<file path="src/verilog/phold_config.svh">
`ifndef PHOLD_CONFIG_SVH
`define PHOLD_CONFIG_SVH

// processing cores served by the scheduler
`define PHOLD_NUM_CORE 4
`define PHOLD_CORE_ID_W 2

// logical process id width
`define PHOLD_LP_W 8

// timestamp width, also used for gvt and sim_end
`define PHOLD_TIME_W 16

// unused low bits of a 32-bit event message
`define PHOLD_MSG_PAD_W 7

// event queue entries and occupancy count width
`define PHOLD_QUEUE_DEPTH 16
`define PHOLD_QCOUNT_W 5

// width of each run statistics counter
`define PHOLD_STAT_W 32

`endif

</file>
<file path="src/verilog/phold_pkg.sv">
`default_nettype none

`include "phold_config.svh"

package phold_pkg;

   // event message, 32 bits
   // a null message is anti set with lp and time both zero
   typedef struct packed {
      logic                         anti;
      logic [`PHOLD_LP_W-1:0]       lp;
      logic [`PHOLD_TIME_W-1:0]     ts;
      logic [`PHOLD_MSG_PAD_W-1:0]  pad;
   } event_msg_t;

   // run control states
   typedef enum logic [1:0] {
      ST_IDLE,
      ST_INIT,
      ST_RUNNING,
      ST_FINISHED
   } run_state_t;

   typedef struct packed {
      logic done;
      logic overflow;
      logic blocked;
   } sched_status_t;

   typedef struct packed {
      logic [`PHOLD_STAT_W-1:0] cycles;
      logic [`PHOLD_STAT_W-1:0] events;
      logic [`PHOLD_STAT_W-1:0] antimsgs;
   } sched_stats_t;

endpackage

`default_nettype wire

</file>
<file path="src/verilog/rr_arbiter.sv">
`timescale 1ns/1ps
`default_nettype none

`include "phold_config.svh"

module rr_arbiter (
   input  logic                         clk,
   input  logic                         rst_n,
   input  logic [`PHOLD_NUM_CORE-1:0]   req,
   output logic                         grant_vld,
   output logic [`PHOLD_CORE_ID_W-1:0]  grant_id,
   input  logic                         advance
);

   // index of the last core whose grant was used
   logic [`PHOLD_CORE_ID_W-1:0] last_id;

   // search starts one past the last winner and wraps around
   always_comb begin
      logic [`PHOLD_CORE_ID_W-1:0] idx;
      idx       = last_id;
      grant_vld = 1'b0;
      grant_id  = last_id;
      for (int i = 1; i <= `PHOLD_NUM_CORE; i++) begin
         idx = last_id + `PHOLD_CORE_ID_W'(i);
         if (!grant_vld && req[idx]) begin
            grant_vld = 1'b1;
            grant_id  = idx;
         end
      end
   end

   // core 0 gets the first turn after reset
   always_ff @(posedge clk or negedge rst_n) begin
      if (!rst_n) begin
         last_id <= '1;
      end else if (advance) begin
         last_id <= grant_id;
      end
   end

endmodule

`default_nettype wire

</file>
<file path="src/verilog/event_queue.sv">
`timescale 1ns/1ps
`default_nettype none

`include "phold_config.svh"

module event_queue import phold_pkg::*; (
   input  logic                        clk,
   input  logic                        rst_n,
   input  logic                        enq,
   input  logic                        deq,
   input  event_msg_t                  enq_msg,
   output event_msg_t                  head_msg,
   output logic                        empty,
   output logic                        full,
   output logic [`PHOLD_QCOUNT_W-1:0]  count
);

   event_msg_t                    q_mem [`PHOLD_QUEUE_DEPTH];
   logic [`PHOLD_QCOUNT_W-1:0]    q_count;
   logic [`PHOLD_QUEUE_DEPTH-1:0] stay;

   // time first, then inverted anti flag so anti-messages win ties
   function automatic logic [`PHOLD_TIME_W:0] sort_key(input event_msg_t m);
      return {m.ts, ~m.anti};
   endfunction

   assign empty    = (q_count == '0);
   assign full     = (q_count == `PHOLD_QCOUNT_W'(`PHOLD_QUEUE_DEPTH));
   assign count    = q_count;
   assign head_msg = q_mem[0];

   // entries that sort at or before the new one keep their slot
   // thermometer code because the array is always sorted
   always_comb begin
      for (int i = 0; i < `PHOLD_QUEUE_DEPTH; i++) begin
         stay[i] = (i < q_count) && (sort_key(q_mem[i]) <= sort_key(enq_msg));
      end
   end

   always_ff @(posedge clk) begin
      if (enq && !full) begin
         if (!stay[0]) begin
            q_mem[0] <= enq_msg;
         end
         for (int i = 1; i < `PHOLD_QUEUE_DEPTH; i++) begin
            if (!stay[i]) begin
               // first larger slot takes the new event, the rest move down
               if (stay[i-1]) begin
                  q_mem[i] <= enq_msg;
               end else begin
                  q_mem[i] <= q_mem[i-1];
               end
            end
         end
      end else if (deq && !empty) begin
         for (int i = 0; i < `PHOLD_QUEUE_DEPTH - 1; i++) begin
            q_mem[i] <= q_mem[i+1];
         end
      end
   end

   // enqueue into a full queue drops the event
   always_ff @(posedge clk or negedge rst_n) begin
      if (!rst_n) begin
         q_count <= '0;
      end else if (enq) begin
         if (!full) begin
            q_count <= q_count + 1'b1;
         end
      end else if (deq && !empty) begin
         q_count <= q_count - 1'b1;
      end
   end

endmodule

`default_nettype wire

</file>
<file path="src/verilog/event_dispatch.sv">
`timescale 1ns/1ps
`default_nettype none

`include "phold_config.svh"

module event_dispatch import phold_pkg::*; (
   input  logic                                 clk,
   input  logic                                 rst_n,
   input  run_state_t                           run_state,
   input  logic                                 block_dispatch,
   input  logic [7:0]                           num_init_events,
   input  logic [`PHOLD_LP_W-1:0]               lp_mask,
   input  logic [`PHOLD_NUM_CORE-1:0]           core_ready,
   input  logic [`PHOLD_NUM_CORE-1:0]           result_vld,
   input  event_msg_t [`PHOLD_NUM_CORE-1:0]     result_msg,
   input  event_msg_t                           head_msg,
   input  logic                                 q_empty,
   output logic                                 enq,
   output logic                                 deq,
   output event_msg_t                           enq_msg,
   output logic [`PHOLD_NUM_CORE-1:0]           dispatch_vld,
   output event_msg_t                           dispatch_msg,
   output logic [`PHOLD_CORE_ID_W-1:0]          dispatch_id,
   output logic [`PHOLD_NUM_CORE-1:0]           result_ack,
   output logic                                 init_done
);

   logic                        busy;
   logic [7:0]                  init_cnt;
   logic                        in_init;
   logic                        in_running;
   logic                        rcv_vld;
   logic                        send_vld;
   logic [`PHOLD_CORE_ID_W-1:0] rcv_id;
   logic [`PHOLD_CORE_ID_W-1:0] send_id;
   logic                        take_result;
   logic                        rcv_null;
   event_msg_t                  rcv_msg;
   event_msg_t                  init_msg;

   assign in_init    = (run_state == ST_INIT);
   assign in_running = (run_state == ST_RUNNING);
   assign init_done  = (init_cnt == num_init_events);

   // initial event i targets lp (i & lp_mask) at time zero
   assign init_msg = '{anti: 1'b0, lp: init_cnt & lp_mask, ts: '0, pad: '0};

   assign rcv_msg  = result_msg[rcv_id];
   assign rcv_null = rcv_msg.anti && (rcv_msg.lp == '0) && (rcv_msg.ts == '0);

   // results are taken on free cycles, nulls are acked but never queued
   assign take_result = in_running && !busy && rcv_vld;
   assign enq = !busy && ((in_init && !init_done) || (take_result && !rcv_null));
   assign enq_msg = in_init ? init_msg : rcv_msg;

   // dispatch only when no enqueue claims this cycle
   assign deq = in_running && !busy && !enq && !q_empty && send_vld && !block_dispatch;

   assign dispatch_msg = head_msg;
   assign dispatch_id  = send_id;

   always_comb begin
      result_ack   = '0;
      dispatch_vld = '0;
      if (take_result) begin
         result_ack[rcv_id] = 1'b1;
      end
      if (deq) begin
         dispatch_vld[send_id] = 1'b1;
      end
   end

   // each queue operation is followed by one idle cycle
   always_ff @(posedge clk or negedge rst_n) begin
      if (!rst_n) begin
         busy     <= 1'b0;
         init_cnt <= '0;
      end else begin
         busy <= enq || deq;
         if (in_init && enq) begin
            init_cnt <= init_cnt + 1'b1;
         end
      end
   end

   // receive side, new events and nulls from the cores
   rr_arbiter u_rcv_arb (
      .clk       (clk),
      .rst_n     (rst_n),
      .req       (result_vld),
      .grant_vld (rcv_vld),
      .grant_id  (rcv_id),
      .advance   (take_result)
   );

   // send side, idle cores waiting for work
   rr_arbiter u_send_arb (
      .clk       (clk),
      .rst_n     (rst_n),
      .req       (core_ready),
      .grant_vld (send_vld),
      .grant_id  (send_id),
      .advance   (deq)
   );

endmodule

`default_nettype wire

</file>
<file path="src/verilog/gvt_tracker.sv">
`timescale 1ns/1ps
`default_nettype none

`include "phold_config.svh"

module gvt_tracker import phold_pkg::*; (
   input  logic                         clk,
   input  logic                         rst_n,
   input  run_state_t                   run_state,
   input  logic [`PHOLD_NUM_CORE-1:0]   dispatch_vld,
   input  logic [`PHOLD_CORE_ID_W-1:0]  dispatch_id,
   input  event_msg_t                   dispatch_msg,
   input  logic [`PHOLD_NUM_CORE-1:0]   result_ack,
   input  event_msg_t                   head_msg,
   input  logic                         q_empty,
   output logic [`PHOLD_NUM_CORE-1:0]   core_active,
   output logic [`PHOLD_TIME_W-1:0]     gvt
);

   logic [`PHOLD_NUM_CORE-1:0] active_q;
   logic [`PHOLD_TIME_W-1:0]   flight_ts [`PHOLD_NUM_CORE];
   logic                       min_vld;
   logic [`PHOLD_TIME_W-1:0]   min_ts;

   assign core_active = active_q;

   // a core is busy from its dispatch until its result is acked
   always_ff @(posedge clk or negedge rst_n) begin
      if (!rst_n) begin
         active_q <= '0;
      end else begin
         active_q <= (active_q & ~result_ack) | dispatch_vld;
      end
   end

   always_ff @(posedge clk) begin
      if (|dispatch_vld) begin
         flight_ts[dispatch_id] <= dispatch_msg.ts;
      end
   end

   // lowest of queue head and in-flight times
   always_comb begin
      min_vld = !q_empty;
      min_ts  = head_msg.ts;
      for (int i = 0; i < `PHOLD_NUM_CORE; i++) begin
         if (active_q[i] && (!min_vld || flight_ts[i] < min_ts)) begin
            min_vld = 1'b1;
            min_ts  = flight_ts[i];
         end
      end
   end

   // gvt holds when nothing is queued or in flight
   always_ff @(posedge clk or negedge rst_n) begin
      if (!rst_n) begin
         gvt <= '0;
      end else if (run_state == ST_RUNNING && min_vld) begin
         gvt <= min_ts;
      end
   end

endmodule

`default_nettype wire

</file>
<file path="src/verilog/sim_control.sv">
`timescale 1ns/1ps
`default_nettype none

`include "phold_config.svh"

module sim_control import phold_pkg::*; (
   input  logic                        clk,
   input  logic                        rst_n,
   input  logic                        init_done,
   input  logic [`PHOLD_TIME_W-1:0]    gvt,
   input  logic [`PHOLD_TIME_W-1:0]    sim_end,
   input  logic [`PHOLD_NUM_CORE-1:0]  core_active,
   input  logic                        enq,
   input  logic                        q_full,
   input  logic [`PHOLD_NUM_CORE-1:0]  dispatch_vld,
   input  event_msg_t                  dispatch_msg,
   output run_state_t                  run_state,
   output logic                        block_dispatch,
   output sched_status_t               status,
   output sched_stats_t                stats
);

   run_state_t   state_q;
   run_state_t   state_d;
   logic         done_q;
   logic         ovf_q;
   logic         ovf_evt;
   logic         past_end;
   sched_stats_t stats_q;

   assign ovf_evt  = enq && q_full;
   assign past_end = (gvt > sim_end);

   assign run_state      = state_q;
   assign block_dispatch = past_end;
   assign status         = '{done: done_q, overflow: ovf_q, blocked: past_end};
   assign stats          = stats_q;

   always_comb begin
      state_d = state_q;
      case (state_q)
         ST_IDLE: state_d = ST_INIT;
         ST_INIT: begin
            if (ovf_evt) begin
               state_d = ST_FINISHED;
            end else if (init_done) begin
               state_d = ST_RUNNING;
            end
         end
         ST_RUNNING: begin
            // ends on a lost event, or past end time once all cores drain
            if (ovf_evt || (past_end && !(|core_active))) begin
               state_d = ST_FINISHED;
            end
         end
         ST_FINISHED: state_d = ST_FINISHED;
         default: state_d = ST_IDLE;
      endcase
   end

   always_ff @(posedge clk or negedge rst_n) begin
      if (!rst_n) begin
         state_q <= ST_IDLE;
         done_q  <= 1'b0;
         ovf_q   <= 1'b0;
         stats_q <= '0;
      end else begin
         state_q <= state_d;
         done_q  <= (state_d == ST_FINISHED);
         if (ovf_evt) begin
            ovf_q <= 1'b1;
         end
         if (state_q == ST_RUNNING) begin
            stats_q.cycles <= stats_q.cycles + 1'b1;
         end
         if (|dispatch_vld) begin
            stats_q.events <= stats_q.events + 1'b1;
            if (dispatch_msg.anti) begin
               stats_q.antimsgs <= stats_q.antimsgs + 1'b1;
            end
         end
      end
   end

endmodule

`default_nettype wire

</file>
<file path="src/verilog/phold_sched.sv">
`timescale 1ns/1ps
`default_nettype none

`include "phold_config.svh"

module phold_sched import phold_pkg::*; (
   input  logic                                 clk,
   input  logic                                 rst_n,
   input  logic [`PHOLD_TIME_W-1:0]             sim_end,
   input  logic [7:0]                           num_init_events,
   input  logic [`PHOLD_LP_W-1:0]               lp_mask,
   input  logic [`PHOLD_NUM_CORE-1:0]           core_ready,
   input  logic [`PHOLD_NUM_CORE-1:0]           result_vld,
   input  event_msg_t [`PHOLD_NUM_CORE-1:0]     result_msg,
   output logic [`PHOLD_NUM_CORE-1:0]           dispatch_vld,
   output event_msg_t                           dispatch_msg,
   output logic [`PHOLD_NUM_CORE-1:0]           result_ack,
   output logic [`PHOLD_TIME_W-1:0]             gvt,
   output sched_status_t                        status,
   output sched_stats_t                         stats
);

   run_state_t                  run_state;
   logic                        block_dispatch;
   logic                        init_done;
   logic                        enq;
   logic                        deq;
   event_msg_t                  enq_msg;
   event_msg_t                  head_msg;
   logic                        q_empty;
   logic                        q_full;
   logic [`PHOLD_CORE_ID_W-1:0] dispatch_id;
   logic [`PHOLD_NUM_CORE-1:0]  core_active;

   event_dispatch u_dispatch (
      .clk             (clk),
      .rst_n           (rst_n),
      .run_state       (run_state),
      .block_dispatch  (block_dispatch),
      .num_init_events (num_init_events),
      .lp_mask         (lp_mask),
      .core_ready      (core_ready),
      .result_vld      (result_vld),
      .result_msg      (result_msg),
      .head_msg        (head_msg),
      .q_empty         (q_empty),
      .enq             (enq),
      .deq             (deq),
      .enq_msg         (enq_msg),
      .dispatch_vld    (dispatch_vld),
      .dispatch_msg    (dispatch_msg),
      .dispatch_id     (dispatch_id),
      .result_ack      (result_ack),
      .init_done       (init_done)
   );

   event_queue u_queue (
      .clk      (clk),
      .rst_n    (rst_n),
      .enq      (enq),
      .deq      (deq),
      .enq_msg  (enq_msg),
      .head_msg (head_msg),
      .empty    (q_empty),
      .full     (q_full),
      .count    ()
   );

   gvt_tracker u_gvt (
      .clk          (clk),
      .rst_n        (rst_n),
      .run_state    (run_state),
      .dispatch_vld (dispatch_vld),
      .dispatch_id  (dispatch_id),
      .dispatch_msg (dispatch_msg),
      .result_ack   (result_ack),
      .head_msg     (head_msg),
      .q_empty      (q_empty),
      .core_active  (core_active),
      .gvt          (gvt)
   );

   sim_control u_ctrl (
      .clk            (clk),
      .rst_n          (rst_n),
      .init_done      (init_done),
      .gvt            (gvt),
      .sim_end        (sim_end),
      .core_active    (core_active),
      .enq            (enq),
      .q_full         (q_full),
      .dispatch_vld   (dispatch_vld),
      .dispatch_msg   (dispatch_msg),
      .run_state      (run_state),
      .block_dispatch (block_dispatch),
      .status         (status),
      .stats          (stats)
   );

endmodule

`default_nettype wire

</file>
<file path="config.mk">
export PLATFORM = sky130hd
export DESIGN_NAME = phold_sched
export DESIGN_NICKNAME = d
export VERILOG_FILES = /design/src/verilog/phold_pkg.sv /design/src/verilog/rr_arbiter.sv /design/src/verilog/event_queue.sv /design/src/verilog/event_dispatch.sv /design/src/verilog/gvt_tracker.sv /design/src/verilog/sim_control.sv /design/src/verilog/phold_sched.sv
export VERILOG_INCLUDE_DIRS = /design/src /design/src/verilog
export SDC_FILE = /design/constraint.sdc
export NUM_CORES = 2
export LEC_CHECK = 0
export ABC_AREA = 1
export BUFFER_PORTS_ARGS = -buffer_cell sky130_fd_sc_hd__clkbuf_2
export CAP_MARGIN = 10
export CORE_MARGIN = 4
export CORE_UTILIZATION = 23
export DETAILED_ROUTE_END_ITERATION = 8
export GPL_ROUTABILITY_DRIVEN = 0
export PLACE_DENSITY = 0.38
export REMOVE_ABC_BUFFERS = 1
export SYNTH_ARGS = -nofsm -noshare
export SYNTH_HDL_FRONTEND = slang
export SYNTH_HIERARCHICAL = 1
export SYNTH_SLANG_ARGS = --single-unit
</file>
<file path="constraint.sdc">
create_clock -name clk -period 6.75 [get_ports clk]
set_clock_uncertainty 0.2 [all_clocks]
set_input_delay 0.3375 -clock clk [delete_from_list [all_inputs] [get_ports clk]]
set_output_delay 0.3375 -clock clk [all_outputs]
set_load 0.02 [all_outputs]
</file>
==> flow_metrics.py <==
metrics = {
    "outcome": {
        "status": "finished clean",
    },
    "synth": {
        "synth_top_area_cell": "edfxtp_1",
        "synth.area.top_cells": "edfxtp_1, nand2_1, ha_1",
        "async_flop_share": 0.193,
        "synth_area_um2": 49700,
        "synth_warnings": 6,
        "synth_edf_count": 576,
        "synthTopCellsByCount": "nand2_1, nand3_1, inv_1",
        "synth_cells": 6537,
        "ys_seq_elements": 714,
        "synthDistinctLibCells": 55,
        "synthFlopType": "edfxtp_1",
        "yosysMostFrequentCell": "nand2_1",
        "syn_area_per_cell_um2": 7.60,
        "ys_seq_area_frac": 0.418,
        "yosysTopAreaCellShare": 0.348,
    },
    "routing": {
        "via_per_inst": 4.65,
        "firstDrtPassIters": 6,
        "vias": 45447,
        "postRouteAntennaNets": 0,
        "drc_errors": 0,
        "wirelength_um": 195000,
        "drtIter0Drc": 3122,
        "wl_per_cell_um": 20.0,
    },
    "sta": {
        "fin_crit_sh": 0.944,
        "tns_ns": 0,
        "rsz0062_at_grt": "yes",
        "max_freq_mhz": 157,
        "slew_headroom": 0.131,
        "drv_slew": 0,
        "period_needed_ns": 6.37,
        "setup_viol": 0,
        "tightestPinTransition_ns": 1.29,
        "whs_ns": 0.0698,
        "hold_violations": 0,
    },
    "floorplan": {
        "die_h_um": 473,
        "rows": 170,
        "chipWidth_um": 473,
        "die-area_um2": 223000,
        "core_area_um2": 215000,
        "start_util": 0.231,
        "io_pins": 325,
    },
    "worst_setup_path": {
        "arrival_ns": 6.82,
        "critPathKind": "flip-flop to flip-flop",
        "endpoint_kind": "flip-flop",
        "start_kind": "flip-flop",
        "worst_path_largest_cell_delay_ns": 0.40,
        "critical-path-slowest-cell": "edfxtp_1",
        "worstPathRequired_ns": 7.20,
        "ff2ff_setup_slack_ns": 0.38,
        "r2r-start": "u_queue/q_mem[0][12]",
        "reg2regPathDepth": 46,
        "crit_top_cell": "nand2_1",
        "crit_family": "simple AND/OR/NAND/NOR gates",
        "cp.buffers_inverters": 3,
        "crit_fanout": 14,
        "worst_r2r_endpoint": "u_gvt/gvt[0]",
    },
    "worst_hold_path": {
        "hold_path_end": "u_ctrl/run_state[1]",
        "min_path_cells": 8,
        "hp-class": "input pin to flip-flop",
        "min_from": "num_init_events[2]",
    },
    "placement": {
        "numPlacedInstances": 9585,
        "place_hpwl_um": 143000,
        "port_buffers": 324,
    },
    "final_layout": {
        "syn_to_final_growth_pct": 18.5,
        "drive_gt1_frac": 0.133,
        "fillers": 23552,
        "nNetsFinal": 7388,
        "final_cells": 9783,
    },
    "clock_tree": {
        "path_clk_slew_ns": 0.06,
        "htreeDepth": 3,
        "cts_root_buf": "clkbuf_16",
        "cts_made_buffers": 96,
        "insertion_delay_ns": 0.73,
        "cts_tree": "yes",
        "clock_path_buffers": 3,
        "cts.sinks": 714,
    },
    "global_route": {
        "grt_pass1_wl_um": 291000,
        "grt_pass1_vias": 45242,
        "antenna_found_initial": 4,
        "grt_start_max_net_pins": 174,
        "grt_overflow": 0,
        "grt_usage": 0.169,
    },
    "run": {
        "cap_viol_max_count": 0,
    },
}
final cells by class:
type,count,area (um^2),area share
multi-input combinational,4790,24800,0.422
sequential,714,20800,0.353
timing repair buffer,616,4230,0.0718
tap,2838,3550,0.0603
clock buffer,132,2710,0.0460
inverter,646,2440,0.0415
clock inverter,46,340,0.00578
antenna,1,2.50,0.0000425
worst max-delay path by stage:
stage | slack [ns] | startpoint | depth (start not counted) | to
2_1_floorplan | -9.40 | u_dispatch/u_rcv_arb/last_id[0] | 25 | u_queue/q_mem[1][128]
3_5_place_dp | -0.35 | u_queue/q_mem[0][12] | 45 | u_gvt/gvt[0]
3_3_place_gp | -0.18 | u_queue/q_mem[0][12] | 45 | u_gvt/gvt[2]
4_1_cts | 0.003 | u_gvt/flight_ts[0][5] | 44 | u_gvt/gvt[7]
5_1_grt | -0.06 | u_queue/q_mem[0][12] | 45 | u_gvt/gvt[0]
6_report | 0.38 | u_queue/q_mem[0][12] | 46 | u_gvt/gvt[0]
what timing repair did:
item / CTS / global route
setup endpoints to repair: 16 / 52
cloned: 0 / 5
hold buffers: 5 / 0
resized for setup: 13 / 68
setup buffers: 0 / 9
hold endpoints to repair: 72 / 0
pin swaps: 0 / 15
sequential cells by signal, summed over array words and instances, names as in the netlist:
register / count
u_dispatch/busy: 1
u_queue/count: 5
u_gvt/core_active: 4
u_ctrl/ovf_q: 1
u_dispatch/u_rcv_arb/last_id: 2
u_dispatch/u_send_arb/last_id: 2
u_gvt/gvt: 16
u_queue/q_mem: 512
u_gvt/flight_ts: 64
u_ctrl/run_state: 2
u_dispatch/init_cnt: 8
u_ctrl/done_q: 1
u_ctrl/stats: 96
metrics by stage:
step | instance area, um^2 | utilization | setup WS (ns)
2_1_floorplan | 47600 | - | -9.40
3_3_place_gp | 55400 | 0.258 | -0.176
5_1_grt | 58800 | 0.274 | -0.0596
3_5_place_dp | 55400 | 0.258 | -0.354
4_1_cts | 58500 | 0.272 | 0.00313
6_report | 58800 | 0.274 | 0.376
placed cells by master (no fill, tap or decap), types with 13 or more instances in the layout:
master	instances
nand4_1	283
xor2_1	71
clkinv_1	38
nor2_2	17
nor2_1	233
ha_1	351
clkbuf_2	323
clkinv_2	18
buf_4	254
o211ai_1	16
o21ai_1	29
inv_1	610
a21oi_2	13
nand3_1	651
clkbuf_16	102
clkbuf_1	26
nor3_1	52
buf_12	29
a21o_1	17
nand2_1	2571
a22oi_1	14
dfrtp_1	134
nand2_4	16
inv_2	14
o21ai_0	122
nand2_2	46
a21oi_1	138
edfxtp_1	576
xnor2_1	38
cell families (layout without fill, tap and decap cells):
family | Yosys count | count (layout) | synth area share
XOR/XNOR | 109 | 109 | 0.0192
flip-flops | 714 | 714 | 0.418
AO/OA/AOI/OAI | 386 | 386 | 0.0431
other | 0 | 1 | 0
AND/OR/NAND/NOR | 3936 | 3941 | 0.340
buffers and inverters | 1038 | 1440 | 0.0904
adder cells (fa/ha/maj) | 354 | 354 | 0.0892
per-layer routing:
| metal | GRT usage | share of wire | up-vias |
|---|---|---|---|
| met5 | 0 | 0.00011 | - |
| met4 | 0.0383 | 0.022 | 4 |
| met3 | 0.0249 | 0.048 | 222 |
| met2 | 0.277 | 0.46 | 1109 |
| met1 | 0.235 | 0.47 | 21949 |
| li1 | - | - | 22163 |
tightest hold or removal path, cell delays in order:
cell,delay [ns]
clkbuf_2,0.09
xnor2_1,0.05
inv_1,0.04
nor2_1,0.03
nand3_1,0.13
inv_1,0.05
nand2_1,0.08
o211ai_1,0.10
Power is not shown: default switching activity piles up to over one toggle a cycle in this logic, so the estimate is an artifact.
